`src/source/video_pkg.sv`:
```
/*
  Raster constants for 720x480p at 858x525 total, one pixel per clock.
  Sync windows are half-open: start <= position < end.
  Sync polarity is active high at this level.
*/
package video_pkg;

    //////////////////////////////////////////////////////////////////////
    // Horizontal timing
    //////////////////////////////////////////////////////////////////////

    // 720 active + 16 front porch + 62 sync + 60 back porch
    localparam int H_ACTIVE     = 720;
    localparam int H_TOTAL      = 858;
    localparam int H_SYNC_START = 736;
    localparam int H_SYNC_END   = 798;

    //////////////////////////////////////////////////////////////////////
    // Vertical timing
    //////////////////////////////////////////////////////////////////////

    // 480 active + 9 front porch + 6 sync + 30 back porch
    localparam int V_ACTIVE     = 480;
    localparam int V_TOTAL      = 525;
    localparam int V_SYNC_START = 489;
    localparam int V_SYNC_END   = 495;

    //////////////////////////////////////////////////////////////////////
    // Coordinates
    //////////////////////////////////////////////////////////////////////

    // Raster x or y position, wide enough for both totals
    typedef logic [9:0] coord_t;

endpackage

```
`src/source/raster_timing.sv`:
```
/*
  Free-running 858x525 raster counters, advancing every clock.
  hsync, vsync and de are combinational levels aligned with cx and cy.
  Both counters are 0 right after reset.
*/
`timescale 1ns/1ps

module raster_timing (
    input  logic              clk_pixel,
    input  logic              reset,
    output video_pkg::coord_t cx,
    output video_pkg::coord_t cy,
    output logic              hsync,
    output logic              vsync,
    output logic              de
);

    // Last position of a line and of a frame
    logic h_last;
    logic v_last;

    assign h_last = (cx == video_pkg::coord_t'(video_pkg::H_TOTAL - 1));
    assign v_last = (cy == video_pkg::coord_t'(video_pkg::V_TOTAL - 1));

    //////////////////////////////////////////////////////////////////////
    // Counters
    //////////////////////////////////////////////////////////////////////

    always_ff @(posedge clk_pixel or posedge reset) begin
        if (reset) begin
            cx <= '0;
            cy <= '0;
        end else begin
            if (h_last) begin
                cx <= '0;
                // Line wrap steps the vertical counter
                if (v_last) begin
                    cy <= '0;
                end else begin
                    cy <= cy + 1'b1;
                end
            end else begin
                cx <= cx + 1'b1;
            end
        end
    end

    //////////////////////////////////////////////////////////////////////
    // Sync and display enable
    //////////////////////////////////////////////////////////////////////

    // Half-open sync windows
    assign hsync = (cx >= video_pkg::coord_t'(video_pkg::H_SYNC_START))
                && (cx <  video_pkg::coord_t'(video_pkg::H_SYNC_END));
    assign vsync = (cy >= video_pkg::coord_t'(video_pkg::V_SYNC_START))
                && (cy <  video_pkg::coord_t'(video_pkg::V_SYNC_END));

    // Top-left 720x480 is visible
    assign de = (cx < video_pkg::coord_t'(video_pkg::H_ACTIVE))
             && (cy < video_pkg::coord_t'(video_pkg::V_ACTIVE));

endmodule

```
`config.mk`:
```
export PLATFORM = sky130hd
export DESIGN_NAME = raster_timing
export DESIGN_NICKNAME = d
export VERILOG_FILES = /design/src/source/video_pkg.sv /design/src/source/raster_timing.sv
export SDC_FILE = /design/constraint.sdc
export NUM_CORES = 1
export LEC_CHECK = 0
export ABC_AREA = 1
export BUFFER_PORTS_ARGS = -buffer_cell sky130_fd_sc_hd__buf_2
export CAP_MARGIN = 40
export CORE_MARGIN = 1
export CORE_UTILIZATION = 32
export DETAILED_ROUTE_END_ITERATION = 6
export GPL_ROUTABILITY_DRIVEN = 0
export GPL_TIMING_DRIVEN = 1
export PLACE_DENSITY = 0.47
export SETUP_SLACK_MARGIN = 0.3
export SYNTH_ARGS = -nofsm -noshare
export SYNTH_HDL_FRONTEND = slang
export SYNTH_SLANG_ARGS = --single-unit
```
`constraint.sdc`:
```
create_clock -name clk_pixel -period 2.57 [get_ports clk_pixel]
set_clock_uncertainty 0.15 [all_clocks]
set_input_delay 0.514 -clock clk_pixel [delete_from_list [all_inputs] [get_ports clk_pixel]]
set_output_delay 0.514 -clock clk_pixel [all_outputs]
set_load 0.05 [all_outputs]
```
==> results of run 1 <==
-- cells in the final DEF (no fill, tap or decap), types with 2 or more instances in the layout --
cell type  instances
inv_2              2
dfrtp_2            2
o21ai_0            2
buf_4              4
o21ai_2            2
nor2_1            23
nand2_1           37
nand4_1            6
xor2_1             8
nor3_2             3
nand3_1            9
nand2_2            4
nor3_1             3
clkbuf_8           4
o21ai_1            4
nand3_2            2
dfrtp_1           18
nor2_2             4
buf_2             22
ha_1               6
inv_1             21
-- per-stage QoR --
stage / hold WS, ns / power [mW] / util [%] / worst slack [ns]
final: 0.02126 / 0.5804 / 43.15 / 0.3638
after detailed placement: 0.3137 / 0.3335 / 39.97 / 0.4596
after CTS: 0.02442 / 0.5894 / 41.98 / 0.3102
after global placement: 0.3790 / 0.3283 / 39.24 / 0.5063
after floorplan: 0.3278 / 0.3254 / - / 0.2022
after global routing: 0.04243 / 0.5989 / 43.15 / 0.2839
-- sequential cells by signal, indices dropped and copies added (netlist names) --
register,flops
cx,10
cy,10
-- worst max-delay path: cells and delay by family, from the launching register on --
family	cells	cell delay (ns)
adder cells (fa/ha/maj)	1	0.18
flip-flops	1	0.45
AO/OA/AOI/OAI	1	0.24
AND/OR/NAND/NOR	2	0.20
buffers and inverters	1	0.18
-- synth_stat cells --
library cell	n	share of area [%]
a211oi_1	1	0.59
o21ai_0	3	1.2
nand3_2	2	1.6
and3_1	1	0.49
nand3_1	10	3.9
inv_4	1	0.49
xor2_1	8	5.5
xnor2_1	1	0.69
nor3_1	4	1.6
a31oi_1	1	0.49
nand2_1	37	11
o21ai_2	1	0.69
nor2_2	4	2.0
ha_1	7	6.9
dfrtp_1	20	39
o31ai_1	1	0.59
o21ai_1	4	1.6
a21oi_1	2	0.79
clkinv_2	1	0.39
nor2_1	23	6.8
nor3_2	2	1.6
nand2_2	4	2.0
nand4_1	6	3.0
inv_1	21	6.2
inv_2	2	0.59
-- power by group through the flow --
stage	Combinational [mW]	Sequential (mW)	Clock [mW]
6_report	0.0121	0.314	0.254
5_1_grt	0.0140	0.314	0.271
4_1_cts	0.0129	0.314	0.262
3_5_place_dp	0.0129	0.321	0
3_3_place_gp	0.00763	0.321	0
2_1_floorplan	0.00471	0.321	0
-- metal layers --
| metal | vias up | GRT usage, % | share of wire, % |
|---|---|---|---|
| li1 | 597 | - | - |
| met1 | 539 | 24.43 | 51 |
| met2 | 23 | 24.87 | 44 |
| met3 | 4 | 2.641 | 3.1 |
| met4 | 0 | 7.500 | 1.6 |
| met5 | - | 0 | 0 |
-- layout make-up --
class                           count  area (um2)  area share, %
Multi-Input combinational cell    122       720.7          44.62
Sequential cell                    20       503.0          31.14
Timing Repair Buffer               28       178.9          11.08
Inverter                           25       97.59          6.042
Tap cell                           48       60.06          3.718
Clock buffer                        4       55.05          3.408
-- logic make-up (layout without fill, tap and decap cells) --
logic type / after synthesis / in the layout / share of synthesized area (%)
adders and majority gates: 7 / 7 / 6.903
and+or+nand+nor: 93 / 93 / 33.83
AOI/OAI and AO/OA: 13 / 13 / 5.918
DFF: 20 / 20 / 39.45
xor gates and xnor gates: 9 / 9 / 6.213
buffers and inverters: 25 / 57 / 7.693
-- repair_timing --
action | in CTS | in global routing
setup buffers | 1 | 2
hold buffers | 0 | 0
cloned | 0 | 0
gates resized for setup | 4 | 7
setup endpoints to repair | 2 | 3
pin swaps | 1 | 3
-- worst paths after layout --
check / startpoint / end
setup reg to reg: cy[0]$_DFFE_PP0N_ / cy[9]$_DFFE_PP0N_
hold reg to reg: cy[6]$_DFFE_PP0N_ / cy[6]$_DFFE_PP0N_
max in group asynchronous: reset / cy[1]$_DFFE_PP0N_
min in group clk_pixel: cy[6]$_DFFE_PP0N_ / cy[6]$_DFFE_PP0N_
hold / removal: reset / cx[8]$_DFF_PP0_
setup / recovery: cy[1]$_DFFE_PP0N_ / vsync
==> metrics.md, run 1 <==
| Metric | Value |
|---|---|
| Tmin final | `about 2.2 ns` |
| Clock share of power | `43.8%` |
| DR WL/cell | `12.53 um` |
| Slew Viols, Final | `0` |
| Max H-tree Level | `1` |
| Largest net degree at the start of global routing | `17` |
| Synth Cell Area | `~1300 um2` |
| Vias | `1,163` |
| Iteration-0 DRC Markers | `37` |
| Combinational fraction of design power | `2.1%` |
| Number of buffers created by CTS | `3` |
| Tcrit/Tclk final | `85.84%` |
| Area Growth Syn to Fin | `27.32%` |
| Yosys cell types | `25` |
| CTS Buffer Depth | `2` |
| Critical path launch point type | `flop` |
| Initial antenna violation count | `0` |
| Clk sink count | `20` |
| Die X | `64.97 um` |
| Max-slew headroom | `between 70% and 80%` |
| Yosys warns | `0` |
| Max_cap viols | `0` |
| Power density cells | `359.3 nW/um2` |
| Syn Area/Cell | `between 7 and 8 um2` |
| Fill cells | `422` |
| Vias per std cell | `4.709` |
| CTS tree | `yes` |
| Antenna diodes | `0` |
| Int Pwr | `between 0.4 and 0.5 mW` |
| Worst path arrival time | `approximately 1.5 ns` |
| Seq pwr share | `54.2%` |
| HP Class | `primary input to async pin` |
| Critical Path End Type | `primary output` |
| R2R depth | `8` |
| Die ar. | `~4200 um2` |
| Final setup fails | `0` |
| WL final | `3095 um` |
| Status | `complete, no violations` |
| Sw Share | `a little over a fifth` |
| Layout Nets | `209` |
| IO Pins | `25` |
| Critical path's slowest cell | `dfrtp_2` |
| Worst VDD drop | `0.1695 mV` |
| Core area | `3744 um2` |
| Synth Net Count | `176` |
| Row count | `22` |
| Static Leak | `0.7847 nW` |
| Post-DP HPWL | `2372 um` |
| Reg2Reg Setup Slack | `0.81 ns` |
| Number of global-route vias before repair | `1,087` |
| CTS root buf | `clkbuf_8` |
| Post-synthesis sequential area ratio | `39.45%` |
| Worst Path Max Fanout | `4` |
| Total placed cells including tap cells | `240` |
| Residual overflow from global routing | `0` |
| Synth Register Bits | `20` |
| Crit path kind | `flop to primary output` |
| Drt pass-1 iters | `4` |
| CP required | `1.91 ns` |
| Initial core utilization | `33.89%` |
| Placed Area | `1496 um2` |
| Net Sw Power | `0.1244 mW` |
| Non-filler instance count after layout | `~250` |
| Fmax | `453.3 MHz` |
| RSZ-0062 raised after global routing | `yes` |
| Count of input and output buffers | `24` |
| Gr usage total | `17.03%` |
| Share of cells above drive strength 1 | `28.64%` |
| Die Ht | `between 60 and 70 um` |
| Final hold violation count | `0` |
| Worst Tran Pin Value | `0.3531 ns` |
| Setup tns final | `0 ns` |
| First-pass GRT wire length | `between 5000 and 6000 um` |
| Design area | `1615 um2` |
| Clk Latency, worst-skew pair | `approximately 0.27 ns` |
| Clock-pin slew on the worst setup and hold paths | `0.08 ns` |
| Number of remaining DRC errors | `0` |
| Worst path max stage delay | `approximately 0.45 ns` |
| Cell count after synthesis | `167` |
| ANT nets after route | `0` |
| CP cell instances | `ha_4, nand3_4, nand4_1, a211oi_4, buf_6` |
No activity file was read; power rests on OpenSTA's default activity.
==> run 2: changes to the inputs <==
--- a/config.mk
+++ b/config.mk
@@ -14,6 +14,7 @@
 export GPL_ROUTABILITY_DRIVEN = 0
 export GPL_TIMING_DRIVEN = 1
 export PLACE_DENSITY = 0.47
+export RECOVER_POWER = 25
 export SETUP_SLACK_MARGIN = 0.3
 export SYNTH_ARGS = -nofsm -noshare
 export SYNTH_HDL_FRONTEND = slang
==> run 2 against run 1 <==
Against the previous run: the flow now finishes with violations (negative hold slack); critical endpoint unchanged; sequential share of layout area rose by 0.47 points; largest power group unchanged; combinational power fell by 38%; power fell by 0.81%.
==> metrics.md, run 2 (synthesized netlist as in run 1, its figures left out) <==
| Metric | Value |
|---|---|
| Status | `finished, violations left` |
| Failing checks | `negative hold slack` |
| Tmin final | `2.206 ns (-0.000003000 ns)` |
| Layout Nets | `209 (unchanged)` |
| Clk Latency, worst-skew pair | `0.27 ns (about the same)` |
| WL final | `3099 um (+0.13%)` |
| IO Pins | `25 (unchanged)` |
| Worst VDD drop | `0.1693 mV (about the same)` |
| Initial core utilization | `33.89% (unchanged)` |
| Die Ht | `64.97 um (unchanged)` |
| DR WL/cell | `12.55 um (+0.13%)` |
| Number of global-route vias before repair | `1,087 (unchanged)` |
| Core area | `3744 um2 (unchanged)` |
| CTS tree | `yes` |
| ANT nets after route | `0 (unchanged)` |
| Tcrit/Tclk final | `85.84% (about the same)` |
| Vias | `1,167 (+0.34%)` |
| Critical Path End Type | `primary output` |
| Area Growth Syn to Fin | `25.44%` |
| CTS root buf | `clkbuf_8` |
| Busiest grt layer | `met2` |
| Total placed cells including tap cells | `240 (unchanged)` |
| Die ar. | `4220 um2 (unchanged)` |
| Number of buffers created by CTS | `3 (unchanged)` |
| Grt met1 use | `24.43% (unchanged)` |
| Crit path kind | `flop to primary output` |
| Clock-pin slew on the worst setup and hold paths | `0.08 ns (about the same)` |
| Power density cells | `361.7 nW/um2 (+0.67%)` |
| Worst path arrival time | `1.54 ns (about the same)` |
| Non-filler instance count after layout | `247 (unchanged)` |
| Max_cap viols | `0 (unchanged)` |
| Most common cell after layout, fill and taps aside | `nand2_1` |
| Max-slew headroom | `40.17% (-36 points)` |
| Min Hold Slack | `-0.02015 ns (-0.04141 ns)` |
| Critical path launch point type | `flop` |
| Residual overflow from global routing | `0 (unchanged)` |
| HP Class | `primary input to async pin` |
| Number of remaining DRC errors | `0 (unchanged)` |
| Die X | `64.97 um (unchanged)` |
| CP required | `1.91 ns (about the same)` |
| Vias per std cell | `4.725 (+0.34%)` |
| Worst Tran Pin Value | `0.8975 ns (+0.5444 ns)` |
| Commonest non-fill, non-tap cells in the layout | `nand2_1 (37), nor2_1 (23), buf_2 (22), inv_1 (21), dfrtp_1 (18)` |
| Setup tns final | `0 ns (unchanged)` |
| Iteration-0 DRC Markers | `45 (+22%)` |
| Biggest regs | `cx (10), cy (10)` |
| RSZ-0062 raised after global routing | `yes` |
| Initial antenna violation count | `0 (unchanged)` |
| CTS Buffer Depth | `2 (unchanged)` |
| Final hold violation count | `4 (+4)` |
| Final Util | `42.51% (-0.63 points)` |
| Worst Path Max Fanout | `4 (unchanged)` |
| Static Leak | `0.7732 nW (-1.5%)` |
| Final setup fails | `0 (unchanged)` |
| Post-DP HPWL | `2372 um (unchanged)` |
| Drt pass-1 iters | `4 (unchanged)` |
| Row count | `22 (unchanged)` |
| Clk sink count | `20 (unchanged)` |
| Setup slack at placement | `0.4596 ns (unchanged)` |
| Count of input and output buffers | `24 (unchanged)` |
| First-pass GRT wire length | `5388 um (unchanged)` |
| Met3 usage | `2.641% (unchanged)` |
| GR met2 Demand/Resource | `24.87% (unchanged)` |
| Fmax | `453.3 MHz (about the same)` |
| Slew Viols, Final | `0 (unchanged)` |
| Largest net degree at the start of global routing | `17 (unchanged)` |
| Hold Buf Count CTS | `0 (unchanged)` |
| Share of cells above drive strength 1 | `28.14% (-0.50 points)` |
| Gr usage total | `17.03% (unchanged)` |
| Antenna diodes | `0 (unchanged)` |
| Max H-tree Level | `1 (unchanged)` |
| Final Worst Setup Slack | `0.3638 ns (+0.000003000 ns)` |
run 2: final timing paths:
check / from / to / slack [ns] / cells past startpoint
hold / removal: reset / cx[8]$_DFF_PP0_ / -0.02 / 2
setup / recovery: cy[1]$_DFFE_PP0N_ / vsync / 0.36 / 5
hold reg to reg: cy[6]$_DFFE_PP0N_ / cy[6]$_DFFE_PP0N_ / 0.40 / 1
min in group clk_pixel: cy[6]$_DFFE_PP0N_ / cy[6]$_DFFE_PP0N_ / 0.40 / 1
setup reg to reg: cy[0]$_DFFE_PP0N_ / cy[9]$_DFFE_PP0N_ / 0.81 / 8
max in group asynchronous: reset / cy[1]$_DFFE_PP0N_ / 1.18 / 3
run 2: report_power, final:
| group | leakage, nW | internal, mW | switching, mW | total (mW) |
|---|---|---|---|---|
| clock network | 0.0288 | 0.137 | 0.117 | 0.254 |
| logic | 0.483 | 0.000937 | 0.00653 | 0.00747 |
| registers | 0.262 | 0.314 | 0 | 0.314 |
run 2: repair_timing:
action                     CTS  global route
setup buffers                1             2
pin swaps                    1             3
setup endpoints to repair    2             3
gates resized for setup      4             7
run 2: through the flow:
step / hold slack, ns / cell area (um2) / power [mW]
after floorplan: 0.3278 / 1289 / 0.3254
after global placement: 0.3790 / 1469 / 0.3283
after detailed placement: 0.3137 / 1496 / 0.3335
after CTS: 0.02442 / 1572 / 0.5894
after global routing: 0.001073 / 1592 / 0.5943
final: -0.02015 / 1592 / 0.5757
run 2: critical path, cell delays in order, from the launching register on:
cell and delay (ns):
dfrtp_2 0.45, ha_4 0.18, nand3_4 0.07, nand4_1 0.13
a211oi_4 0.24, buf_6 0.18
run 2: final cells by class:
type	instances	area, um2
fillers	426	2152
multi-input cells	122	720.7
flip-flops and latches	20	503.0
repair buffers	28	155.1
inverters	25	97.59
well taps	48	60.06
clock buffers	4	55.05
run 2: per-layer routing:
metal	wire length [um]	vias to the layer above
li1	-	597
met1	1582	541
met2	1360	25
met3	106	4
met4	51	0
met5	0	-
==> run 3: changes to the inputs <==
--- a/config.mk
+++ b/config.mk
@@ -9,11 +9,11 @@
 export BUFFER_PORTS_ARGS = -buffer_cell sky130_fd_sc_hd__buf_2
 export CAP_MARGIN = 40
 export CORE_MARGIN = 1
-export CORE_UTILIZATION = 32
+export CORE_UTILIZATION = 29
 export DETAILED_ROUTE_END_ITERATION = 6
 export GPL_ROUTABILITY_DRIVEN = 0
 export GPL_TIMING_DRIVEN = 1
-export PLACE_DENSITY = 0.47
+export PLACE_DENSITY = 0.43
 export RECOVER_POWER = 25
 export SETUP_SLACK_MARGIN = 0.3
 export SYNTH_ARGS = -nofsm -noshare
==> run 3 against run 2 <==
Against the previous run: the flow now finishes without violations; flip-flop and latch count unchanged; final cell count increased by 0.81%; critical path type unchanged; worst hold slack improved by 0.054 ns; via count decreased by 1.0%.
==> metrics.md, run 3 (synthesized netlist as in run 1, its figures left out) <==
| Metric | Value |
|---|---|
| Max_cap viols | `0 (unchanged)` |
| CTS root buf | `clkbuf_8` |
| Buffers plus inverters on the worst setup path | `1 (unchanged)` |
| Count of input and output buffers | `24 (unchanged)` |
| Number of global-route vias before repair | `1,000 (-8.0%)` |
| Vias per std cell | `4.639 (-1.8%)` |
| Layout Nets | `209 (unchanged)` |
| CP required | `1.91 ns (about the same)` |
| DR WL/cell | `12.54 um (about the same)` |
| Worst path max stage delay | `0.39 ns (-0.06 ns)` |
| Setup tns final | `0 ns (unchanged)` |
| Total power | `0.5743 mW (-0.23%)` |
| Biggest regs | `cx (10), cy (10)` |
| Antenna diodes | `0 (unchanged)` |
| Iteration-0 DRC Markers | `56 (+24%)` |
| Gr usage total | `14.94% (-2.1 points)` |
| WL final | `3122 um (+0.74%)` |
| Area Growth Syn to Fin | `24.85%` |
| First-pass GRT wire length | `5050 um (-6.3%)` |
| Non-filler instance count after layout | `249 (+0.81%)` |
| Max-slew headroom | `50.78% (+11 points)` |
| Number of remaining DRC errors | `0 (unchanged)` |
| Total placed cells including tap cells | `242 (+0.83%)` |
| Post-DP HPWL | `2435 um (+2.7%)` |
| Tmin final | `2.200 ns (-0.006578 ns)` |
| Drt pass-1 iters | `4 (unchanged)` |
| HP Class | `primary input to async pin` |
| RSZ-0062 raised after global routing | `yes` |
| Clock-pin slew on the worst setup and hold paths | `0.08 ns (about the same)` |
| Worst path arrival time | `1.54 ns (about the same)` |
| Worst Path Max Fanout | `4 (unchanged)` |
| Final hold violation count | `0 (-4)` |
| Worst Tran Pin Value | `0.7383 ns (-0.1592 ns)` |
| Fmax | `454.6 MHz (+0.30%)` |
| Die Ht | `68.14 um (+4.9%)` |
| Share of cells above drive strength 1 | `28.64% (+0.50 points)` |
| Final setup fails | `0 (unchanged)` |
| CTS Buffer Depth | `2 (unchanged)` |
| Die X | `68.14 um (+4.9%)` |
| Vias | `1,155 (-1.0%)` |
| Worst VDD drop | `0.1342 mV (-21%)` |
| Power density cells | `362.6 nW/um2 (+0.24%)` |
| CTS tree | `yes` |
| Status | `complete, no violations` |
| Critical Path End Type | `primary output` |
| ANT nets after route | `0 (unchanged)` |
| Clk Latency, worst-skew pair | `0.26 ns (about the same)` |
| Initial antenna violation count | `0 (unchanged)` |
| Die ar. | `4643 um2 (+10%)` |
| Row count | `23 (+4.5%)` |
| Residual overflow from global routing | `0 (unchanged)` |
| Min Hold Slack | `0.03364 ns (+0.05379 ns)` |
| Crit path max-delay family | `flip-flops` |
| Initial core utilization | `31.05% (-2.8 points)` |
| Slew Viols, Final | `0 (unchanged)` |
| Max H-tree Level | `1 (unchanged)` |
| Largest net degree at the start of global routing | `14 (-3)` |
| Crit path kind | `flop to primary output` |
| Commonest non-fill, non-tap cells in the layout | `nand2_1 (37), nor2_1 (23), buf_2 (23), inv_1 (20), dfrtp_1 (18)` |
| Tcrit/Tclk final | `85.59% (-0.26 points)` |
| Core area | `4086 um2 (+9.2%)` |
| Clk sink count | `20 (unchanged)` |
| Hold Buf Count CTS | `0 (unchanged)` |
| Most common cell after layout, fill and taps aside | `nand2_1` |
| Critical path launch point type | `flop` |
| Critical path's slowest cell | `dfrtp_1` |
| Final Util | `38.76% (-3.8 points)` |
| IO Pins | `25 (unchanged)` |
| Static Leak | `0.7752 nW (+0.26%)` |
| CP cell instances | `ha_2, nand3_4, nand4_1, a211oi_4, buf_6` |
| Number of buffers created by CTS | `3 (unchanged)` |
==> run 3: final cells by class <==
class	count	area [um2]
inverters	25	100.1
flip-flops and latches	20	503.0
fillers	454	2502
repair buffers	28	152.6
clock buffers	4	55.05
well taps	50	62.56
multi-input cells	122	710.7
==> run 3: repair_timing <==
action	4_1_cts	5_1_grt
gates resized for setup	6	4
endpoints found under the setup margin	2	3
buffers inserted	3	0
pin swaps	3	1
==> run 3: worst paths after layout <==
check / from / end / slack (ns) / cells past startpoint
max: cy[1]$_DFFE_PP0N_ / vsync / 0.37 / 5
min: reset / cy[6]$_DFFE_PP0N_ / 0.03 / 2
max reg2reg: cy[0]$_DFFE_PP0N_ / cy[9]$_DFFE_PP0N_ / 0.85 / 8
min in group clk_pixel: cy[6]$_DFFE_PP0N_ / cy[6]$_DFFE_PP0N_ / 0.39 / 1
min reg2reg: cy[6]$_DFFE_PP0N_ / cy[6]$_DFFE_PP0N_ / 0.39 / 1
max in group asynchronous: reset / cx[4]$_DFF_PP0_ / 1.22 / 3
==> run 3: through the flow <==
step                worst slack, ns  area [um2]
global placement             0.4914        1471
CTS                          0.2987        1587
global route                 0.2935        1584
floorplan                    0.2022        1289
detailed placement           0.4065        1486
finish                       0.3704        1584
==> run 3: worst register-to-register path: cells and delay by family, from the launching register on <==
| family | cells | cell delay [ns] |
|---|---|---|
| adder cells (fa/ha/maj) | 1 | 0.20 |
| buffers and inverters | 2 | 0.26 |
| flip-flops | 1 | 0.39 |
| AND/OR/NAND/NOR | 5 | 0.62 |
==> run 3: layer usage <==
layer  track usage [%]  share of wire (%)  wire [um]  vias up
met5                 0                  0          0        -
met4             5.469                1.5         46        0
met3             2.000                4.3        133        5
met2             20.47                 41       1274       27
met1             23.19                 53       1667      524
li1                  -                  -          -      599
==> run 3: power breakdown <==
part / leakage, nW / internal, mW / switching (mW)
Sequential: 0.263 / 0.314 / 0
Clock: 0.0288 / 0.137 / 0.116
Combinational: 0.483 / 0.000938 / 0.00672
